===== src/logic/fetch_pkg.sv =====
package fetch_pkg;

    ////////////////////////////////////////////////////////////
    // sizes
    ////////////////////////////////////////////////////////////

    // program counter width
    localparam int PC_W = 16;
    // slots per fetch group
    localparam int FETCH_W = 4;
    // instruction RAM address bits, low PC bits
    localparam int IMEM_AW = 6;
    // predictor index bits
    localparam int BHT_AW = 4;

    ////////////////////////////////////////////////////////////
    // encodings
    ////////////////////////////////////////////////////////////

    localparam logic [3:0] OP_BRANCH = 4'hC;
    localparam logic [3:0] OP_JUMP = 4'hD;

    // weakly not taken
    localparam logic [1:0] CTR_INIT = 2'b01;

    // conditional branch layout
    typedef struct packed {
        logic [3:0]        opcode;
        logic [3:0]        rs;
        logic signed [7:0] offset;
    } branch_fmt_t;

    // immediate jump layout, target within the current 4k page
    typedef struct packed {
        logic [3:0]  opcode;
        logic [11:0] target;
    } jump_fmt_t;

    // one word, two views sharing the opcode field
    typedef union packed {
        branch_fmt_t br;
        jump_fmt_t   jmp;
    } instr_t;

    // group handed to decode
    typedef struct packed {
        logic                      valid;
        logic [PC_W-1:0]           pc;
        instr_t [FETCH_W-1:0]      instr;
        logic [FETCH_W-1:0]        slot_valid;
        logic [FETCH_W-1:0]        pred_taken;
        logic [PC_W-1:0]           next_pc;
    } fetch_group_t;

    // committed branch outcome from the ROB
    typedef struct packed {
        logic            valid;
        logic [PC_W-1:0] pc;
        logic            taken;
    } bp_update_t;

    // instruction RAM fill port
    typedef struct packed {
        logic               en;
        logic [IMEM_AW-1:0] addr;
        instr_t             data;
    } imem_write_t;

endpackage


===== src/logic/bimodal_predictor.sv =====
module bimodal_predictor import fetch_pkg::*; (
    input  logic               clk,
    input  logic               rst_n,
    input  logic [PC_W-1:0]    pc,
    input  bp_update_t         upd,
    output logic [FETCH_W-1:0] taken
);

    ////////////////////////////////////////////////////////////
    // counter table
    ////////////////////////////////////////////////////////////

    logic [1:0] ctr [2**BHT_AW];

    // commit-side index and current count
    logic [BHT_AW-1:0] upd_idx;
    logic [1:0]        upd_ctr;
    logic [1:0]        upd_next;

    assign upd_idx = upd.pc[BHT_AW-1:0];
    assign upd_ctr = ctr[upd_idx];

    // saturating step toward the committed outcome
    always_comb begin
        upd_next = upd_ctr;
        if (upd.taken) begin
            if (upd_ctr != 2'b11) begin
                upd_next = upd_ctr + 2'd1;
            end
        end else begin
            if (upd_ctr != 2'b00) begin
                upd_next = upd_ctr - 2'd1;
            end
        end
    end

    // one update per cycle, independent of stall
    always_ff @(posedge clk or negedge rst_n) begin
        if (!rst_n) begin
            for (int i = 0; i < 2**BHT_AW; i++) begin
                ctr[i] <= CTR_INIT;
            end
        end else if (upd.valid) begin
            ctr[upd_idx] <= upd_next;
        end
    end

    ////////////////////////////////////////////////////////////
    // lookup
    ////////////////////////////////////////////////////////////

    logic [BHT_AW-1:0] rd_idx [FETCH_W];

    // slot i looks up pc+i, msb of the counter is the prediction
    always_comb begin
        for (int i = 0; i < FETCH_W; i++) begin
            rd_idx[i] = pc[BHT_AW-1:0] + BHT_AW'(i);
            taken[i]  = ctr[rd_idx[i]][1];
        end
    end

endmodule


===== src/logic/dec_latch.sv =====
module dec_latch import fetch_pkg::*; (
    input  logic         clk,
    input  logic         rst_n,
    input  logic         stall,
    input  logic         recover_en,
    input  logic         load_pc_en,
    input  fetch_group_t scan_group,
    output fetch_group_t dec_group
);

    logic         flush;
    logic         valid_q;
    fetch_group_t group_q;

    // either redirect from outside kills the group in flight
    assign flush = recover_en | load_pc_en;

    // valid bit cleared by reset and flush
    always_ff @(posedge clk or negedge rst_n) begin
        if (!rst_n) begin
            valid_q <= 1'b0;
        end else if (flush) begin
            valid_q <= 1'b0;
        end else if (!stall) begin
            valid_q <= 1'b1;
        end
    end

    // payload captured only when decode accepts
    always_ff @(posedge clk) begin
        if (!flush && !stall) begin
            group_q <= scan_group;
        end
    end

    // valid comes from the latch alone
    always_comb begin
        dec_group       = group_q;
        dec_group.valid = valid_q;
    end

endmodule


===== src/logic/fetch_pc.sv =====
module fetch_pc import fetch_pkg::*; (
    input  logic            clk,
    input  logic            rst_n,
    input  logic            stall,
    input  logic            recover_en,
    input  logic            load_pc_en,
    input  logic [PC_W-1:0] recover_pc,
    input  logic [PC_W-1:0] load_pc,
    input  logic [PC_W-1:0] next_pc,
    output logic [PC_W-1:0] pc
);

    logic [PC_W-1:0] pc_next;

    ////////////////////////////////////////////////////////////
    // next pc priority
    ////////////////////////////////////////////////////////////

    always_comb begin
        // misprediction beats everything
        if (recover_en) begin
            pc_next = recover_pc;
        // external load
        end else if (load_pc_en) begin
            pc_next = load_pc;
        // decode full, keep position
        end else if (stall) begin
            pc_next = pc;
        // predicted continuation from the scanner
        end else begin
            pc_next = next_pc;
        end
    end

    ////////////////////////////////////////////////////////////
    // pc register
    ////////////////////////////////////////////////////////////

    always_ff @(posedge clk or negedge rst_n) begin
        if (!rst_n) begin
            pc <= '0;
        end else begin
            pc <= pc_next;
        end
    end

endmodule


===== src/logic/fetch_unit.sv =====
module fetch_unit import fetch_pkg::*; (
    input  logic            clk,
    input  logic            rst_n,
    input  logic            stall,
    input  logic            recover_en,
    input  logic [PC_W-1:0] recover_pc,
    input  logic            load_pc_en,
    input  logic [PC_W-1:0] load_pc,
    input  bp_update_t      bp_update,
    input  imem_write_t     imem_wr,
    output fetch_group_t    dec_group
);

    ////////////////////////////////////////////////////////////
    // internal nets
    ////////////////////////////////////////////////////////////

    logic [PC_W-1:0]      pc;
    instr_t [FETCH_W-1:0] words;
    logic [FETCH_W-1:0]   bp_taken;
    fetch_group_t         scan_group;

    // pc register and redirect priority
    fetch_pc u_fetch_pc (
        .clk        (clk),
        .rst_n      (rst_n),
        .stall      (stall),
        .recover_en (recover_en),
        .load_pc_en (load_pc_en),
        .recover_pc (recover_pc),
        .load_pc    (load_pc),
        .next_pc    (scan_group.next_pc),
        .pc         (pc)
    );

    // four words at pc..pc+3
    instr_mem u_instr_mem (
        .clk   (clk),
        .wr    (imem_wr),
        .pc    (pc),
        .words (words)
    );

    // 2-bit counters, trained at commit
    bimodal_predictor u_bimodal_predictor (
        .clk   (clk),
        .rst_n (rst_n),
        .pc    (pc),
        .upd   (bp_update),
        .taken (bp_taken)
    );

    // decode, targets, group cut
    group_scanner u_group_scanner (
        .pc    (pc),
        .words (words),
        .taken (bp_taken),
        .group (scan_group)
    );

    // register toward decode
    dec_latch u_dec_latch (
        .clk        (clk),
        .rst_n      (rst_n),
        .stall      (stall),
        .recover_en (recover_en),
        .load_pc_en (load_pc_en),
        .scan_group (scan_group),
        .dec_group  (dec_group)
    );

endmodule


===== src/logic/group_scanner.sv =====
module group_scanner import fetch_pkg::*; (
    input  logic [PC_W-1:0]      pc,
    input  instr_t [FETCH_W-1:0] words,
    input  logic [FETCH_W-1:0]   taken,
    output fetch_group_t         group
);

    ////////////////////////////////////////////////////////////
    // per-slot decode
    ////////////////////////////////////////////////////////////

    logic [PC_W-1:0]    slot_pc  [FETCH_W];
    logic [PC_W-1:0]    br_tgt   [FETCH_W];
    logic [PC_W-1:0]    jmp_tgt  [FETCH_W];
    logic [FETCH_W-1:0] is_br;
    logic [FETCH_W-1:0] is_jmp;

    always_comb begin
        for (int i = 0; i < FETCH_W; i++) begin
            slot_pc[i] = pc + PC_W'(i);
            // branch view
            is_br[i]   = (words[i].br.opcode == OP_BRANCH);
            // sign-extended offset relative to the slot
            br_tgt[i]  = slot_pc[i] +
                         {{(PC_W-8){words[i].br.offset[7]}}, words[i].br.offset};
            // jump view
            is_jmp[i]  = (words[i].jmp.opcode == OP_JUMP);
            // page bits of the slot pc, low bits from the word
            jmp_tgt[i] = {slot_pc[i][PC_W-1:PC_W-4], words[i].jmp.target};
        end
    end

    ////////////////////////////////////////////////////////////
    // first redirect search
    ////////////////////////////////////////////////////////////

    logic [FETCH_W-1:0] slot_valid;
    logic [FETCH_W-1:0] pred_taken;
    logic [PC_W-1:0]    next_pc;
    logic               found;

    always_comb begin
        found      = 1'b0;
        slot_valid = '0;
        pred_taken = '0;
        // fall through when nothing redirects
        next_pc    = pc + PC_W'(FETCH_W);
        for (int i = 0; i < FETCH_W; i++) begin
            // slots past the redirect are dropped
            if (!found) begin
                slot_valid[i] = 1'b1;
                pred_taken[i] = is_br[i] & taken[i];
                if (is_jmp[i]) begin
                    found   = 1'b1;
                    next_pc = jmp_tgt[i];
                end else if (is_br[i] && taken[i]) begin
                    found   = 1'b1;
                    next_pc = br_tgt[i];
                end
            end
        end
    end

    // valid left high, qualified downstream
    always_comb begin
        group.valid      = 1'b1;
        group.pc         = pc;
        group.instr      = words;
        group.slot_valid = slot_valid;
        group.pred_taken = pred_taken;
        group.next_pc    = next_pc;
    end

endmodule


===== src/logic/instr_mem.sv =====
module instr_mem import fetch_pkg::*; (
    input  logic                 clk,
    input  imem_write_t          wr,
    input  logic [PC_W-1:0]      pc,
    output instr_t [FETCH_W-1:0] words
);

    // storage array
    instr_t mem [2**IMEM_AW];

    // per-slot read addresses
    logic [IMEM_AW-1:0] rd_addr [FETCH_W];

    // single synchronous write port
    always_ff @(posedge clk) begin
        if (wr.en) begin
            mem[wr.addr] <= wr.data;
        end
    end

    // slot i reads pc+i, wrapping inside the array
    always_comb begin
        for (int i = 0; i < FETCH_W; i++) begin
            rd_addr[i] = pc[IMEM_AW-1:0] + IMEM_AW'(i);
        end
    end

    // combinational reads, old data during a same-cycle write
    always_comb begin
        for (int i = 0; i < FETCH_W; i++) begin
            words[i] = mem[rd_addr[i]];
        end
    end

endmodule


===== config.mk =====
export PLATFORM = sky130hd
export DESIGN_NAME = fetch_unit
export DESIGN_NICKNAME = d
export VERILOG_FILES = /design/src/logic/fetch_pkg.sv /design/src/logic/bimodal_predictor.sv /design/src/logic/dec_latch.sv /design/src/logic/fetch_pc.sv /design/src/logic/fetch_unit.sv /design/src/logic/group_scanner.sv /design/src/logic/instr_mem.sv
export SDC_FILE = /design/constraint.sdc
export NUM_CORES = 2
export LEC_CHECK = 0
export BUFFER_PORTS_ARGS = -buffer_cell sky130_fd_sc_hd__buf_2
export CAP_MARGIN = 20
export CORE_MARGIN = 5
export CORE_UTILIZATION = 52
export DETAILED_ROUTE_END_ITERATION = 12
export PLACE_DENSITY = 0.75
export SLEW_MARGIN = 20
export SYNTH_ARGS = -nofsm -noshare
export SYNTH_HDL_FRONTEND = slang
export SYNTH_SLANG_ARGS = --single-unit

===== constraint.sdc =====
create_clock -name clk -period 17.8 [get_ports clk]
set_input_delay 3.56 -clock clk [delete_from_list [all_inputs] [get_ports clk]]
set_output_delay 3.56 -clock clk [all_outputs]
set_load 0.01 [all_outputs]

==> impl_metrics.csv <==
group,metric,value,unit
status,outcome,"finished clean",
clock_tree,cts_htree_levels,3,
timing,maxClockFrequency,105.6,MHz
timing,setup_viol,0,
logic_synthesis,synth-compound-area-share,0.05906,
worst_setup_path,end_kind,"flop",
placement,gp_congestion,1.007,
timing,fin_tns_setup,0,ns
layout,layout.core_utilization,0.5663,
worst_setup_path,critical_path_peak_fanout,124,
timing,report.final.slew_viol_count,0,
logic_synthesis,netlist_instances,4709,
global_routing,grt_max_degree,142,
logic_synthesis,synth_fa_ha_area_frac,0.01208,
global_routing,grt_use_met3,0.1554,
timing,finalClockSkew,0.06859,ns
logic_synthesis,seq_total_area_yosys,0.4640,
layout,area_growth_syn_to_layout,8.603,%
global_routing,groute.usage.overall,0.3398,
floorplan,start_util,0.5214,
clock_tree,cts_setup_buffers,0,
clock_tree,ctsResizeCount,0,
global_routing,gr-total-overflow,0,
worst_setup_path,critical_path.startpoint_type,"flop",
flow_run,cap_violations,0,
power,power_per_unit_of_standard_cell_area,135.6,mW/mm²
clock_tree,tritoncts.num_buffers,119,
floorplan,die-height,391.4,µm
clock_tree,clk_root_buffer_cell,"clkbuf_16",
route,post_drt_via_cell_ratio,7.931,
logic_synthesis,synth-warning-count,0,
timing,fin_crit,9.473,ns
power,power,11.14,mW
logic_synthesis,dominant_combinational_cell_family_by_area_after_synthesis,"multiplexers",
clock_tree,cts_tree,"yes",
floorplan,die-area,0.1532,mm²
power,leakage,26.89,nW
floorplan,fp.dieW,391.4,µm
global_routing,gr-usage-met2,0.4887,
layout,drive_above_1_share,0.3667,
floorplan,floorplan.rows,140,
clock_tree,clk_slew_on_worst_s_h_paths,0.06,ns
global_routing,grt_first_pass_wirelength,371600,µm
global_routing,grt_most_used_layer,"met2",
route,post-route-drc-count,0,
placement,dp_hpwl,170500,µm
global_routing,grt_pass1_vias,51080,
logic_synthesis,synth_edf_count,1127,
logic_synthesis,synth-xor-area-share,0.01074,
logic_synthesis,syn_area,0.07563,mm²
min_path,worstHoldPathCells,2,
logic_synthesis,multiplexer_fraction_of_the_synthesized_cell_area,0.3654,
timing,final_critical_path_share_of_the_clock_period,0.5322,
logic_synthesis,synthArstFlopShare,0.04167,
power,max-vdd-ir-drop,0.0001029,V
logic_synthesis,synthSimpleGateAreaFrac,0.05286,
placement,placement.io_buffers,169,
layout,final-instance-count-excl-fill,6784,
logic_synthesis,postSynthRegisterBits,1176,
clock_tree,maximum_clock_insertion_buffer_count,3,
global_routing,globalRouteMet1Util,0.4233,
placement,placed_cells,6549,
logic_synthesis,synthFlopType,"edfxtp_1",
route,detailedRoute.firstIterationViolations,9883,
min_path,worstHoldPathType,"flop to flop",
global_routing,antenna_violations_before_repair,25,
worst_setup_path,critical_path_class,"flop to flop",
logic_synthesis,syn_nets,4856,
route,drt_first_pass_iters,8,
route,vias,53800,
clock_tree,latest_clock_arrival_within_the_worst_skew_pair,0.82,ns
worst_setup_path,reg2reg_depth,20,
clock_tree,cts_hold_repair.buffers,0,
timing,final-hold-violation-count,0,
timing,max_slew.worst_pin.slew,1.183,ns
logic_synthesis,synthesis.area_per_instance,16.06,µm²
route,post_drt_wl_per_cell,38.90,µm
floorplan,placeableCoreArea,0.1450,mm²
worst_setup_path,critical_path_required,18.55,ns
timing,tightest_slew_margin_relative_to_the_limit,0.2114,
timing,setup_repair_after_global_routing_missed_its_margin,"no",
floorplan,floorplan.io_pins,183,
worst_setup_path,cp_data_arrival_time,10.22,ns
route,detail-route-antenna-nets,0,
logic_synthesis,synth.lib_cells_used.distinct,106,
layout,finish.net_count,4903,
clock_tree,clk_sinks,1176,
route,routed_wl,263900,µm
state kept, by name (all words and copies together) (netlist names):
signal / count
u_bimodal_predictor.ctr: 32
u_dec_latch.dec_group: 103
u_dec_latch.valid_q: 1
u_fetch_pc.pc: 16
u_instr_mem.mem: 1024
layout make-up:
cell class / count / area, µm²
Fill cell: 10750 / 62910
Multi-Input combinational cell: 3065 / 38170
Sequential cell: 1176 / 35110
Clock buffer: 136 / 3072
Tap cell: 1917 / 2399
Timing Repair Buffer: 338 / 2268
Clock inverter: 89 / 863.3
Inverter: 56 / 235.2
Antenna cell: 7 / 17.52
layer usage:
metal | up-vias | share of wire | wire [µm]
met2 | 5731 | 0.42 | 112100
met5 | - | 0.00058 | 153
li1 | 20210 | - | -
met3 | 1237 | 0.19 | 48940
met1 | 26610 | 0.31 | 81990
met4 | 12 | 0.078 | 20710
layout by cell type, fill, tap and decap left out, drive strengths merged, types with 72 or more instances in the layout:
cell    synthesis  routed
nand3          79      79
nor2          214     214
clkbuf        108     137
edfxtp       1127    1127
mux2i         246     246
buf           304     337
mux2           72      72
nand2         329     329
a21oi         136     136
mux4         1078    1078
logic make-up (layout without fill, tap and decap cells):
group / Yosys count / count (layout)
adders and majority gates: 71 / 71
other: 1 / 8
buffers and inverters: 468 / 619
muxes: 1396 / 1396
xor gates and xnor gates: 91 / 91
and+or+nand+nor: 869 / 869
DFF: 1176 / 1176
AOI/OAI and AO/OA: 637 / 637
power breakdown:
| part | switching [mW] | internal [mW] | leakage [nW] |
|---|---|---|---|
| combinational | 3.21 | 2.12 | 14.3 |
| clock | 1.14 | 1.39 | 1.88 |
| sequential | 0.0995 | 3.17 | 10.7 |
| total | 4.46 | 6.68 | 26.9 |
worst paths after layout:
check                                                       end  slack (ns)                             from
min in group asynchronous          u_fetch_pc.pc[4]$_DFFE_PN0P_        2.91                            rst_n
worst min register to register  u_dec_latch.valid_q$_DFFE_PN0P_        0.55  u_dec_latch.valid_q$_DFFE_PN0P_
worst min-delay path            u_dec_latch.valid_q$_DFFE_PN0P_        0.55  u_dec_latch.valid_q$_DFFE_PN0P_
worst max register to register     u_fetch_pc.pc[9]$_DFFE_PN0P_        8.33     u_fetch_pc.pc[0]$_DFFE_PN0P_
worst max-delay path               u_fetch_pc.pc[9]$_DFFE_PN0P_        8.33     u_fetch_pc.pc[0]$_DFFE_PN0P_
max in group asynchronous          u_fetch_pc.pc[0]$_DFFE_PN0P_       14.38                            rst_n
cells in the mapped netlist, types with 9 or more instances:
library cell / number / area, µm²
dfrtp_1: 33 / 825.8
nand2_1: 328 / 1231
edfxtp_1: 1127 / 33840
nor3_1: 51 / 255.2
mux2_2: 60 / 675.7
mux2_1: 12 / 135.1
buf_4: 89 / 668.1
buf_1: 38 / 142.6
o21ai_0: 56 / 280.3
buf_2: 124 / 620.6
a221o_1: 9 / 90.09
ha_1: 65 / 813.3
o221ai_1: 29 / 254.0
mux4_2: 1057 / 23810
o22ai_1: 38 / 237.7
o21ai_1: 12 / 60.06
a21o_1: 31 / 232.7
nand3b_1: 11 / 82.58
nor2b_1: 27 / 168.9
xor2_1: 24 / 210.2
a22oi_1: 59 / 442.9
dfstp_2: 16 / 420.4
o21a_1: 15 / 112.6
inv_2: 10 / 37.54
xnor2_1: 65 / 569.3
nand3_1: 79 / 395.4
a311oi_1: 11 / 96.34
buf_6: 44 / 495.5
and3_1: 44 / 275.3
o31a_1: 9 / 78.83
and2_1: 21 / 131.4
a221oi_1: 12 / 105.1
clkbuf_1: 107 / 401.6
a31oi_1: 42 / 262.8
mux2i_1: 245 / 2452
mux4_1: 21 / 551.8
a21oi_1: 135 / 675.7
a22o_1: 15 / 131.4
o211ai_1: 27 / 202.7
a41oi_1: 9 / 78.83
inv_1: 42 / 157.7
nand2b_1: 33 / 206.5
a211oi_1: 35 / 262.8
nand4_1: 14 / 87.58
nor2_1: 213 / 799.5
metrics by stage:
stage | setup slack (ns) | instance area, µm² | hold slack (ns)
after floorplan | 9.798 | 75630 | 0.4234
after global placement | 8.750 | 78090 | 0.5135
after detailed placement | 8.665 | 78090 | 0.5366
after CTS | 8.658 | 82020 | 0.5456
after global routing | 8.021 | 82110 | 0.5888
final | 8.327 | 82130 | 0.5500
worst max-delay path, cell delays in order (launching register included):
cell and delay (ns):
dfrtp_4 0.78, buf_12 0.63, buf_4 0.83, buf_4 0.74, a21boi_0 0.18, buf_4 0.22
nor2_4 0.60, inv_4 0.37, buf_4 0.42, o311ai_0 1.00, nor3_1 0.24, o311a_1 0.61
nand2_2 0.27, nand2_1 0.33, inv_1 0.55, nand2b_1 0.47, inv_2 0.28, nand2_1 0.10
a21o_1 0.16, a32oi_1 0.30, a221o_1 0.20
Note: power is estimated with default switching activity, not from simulation.
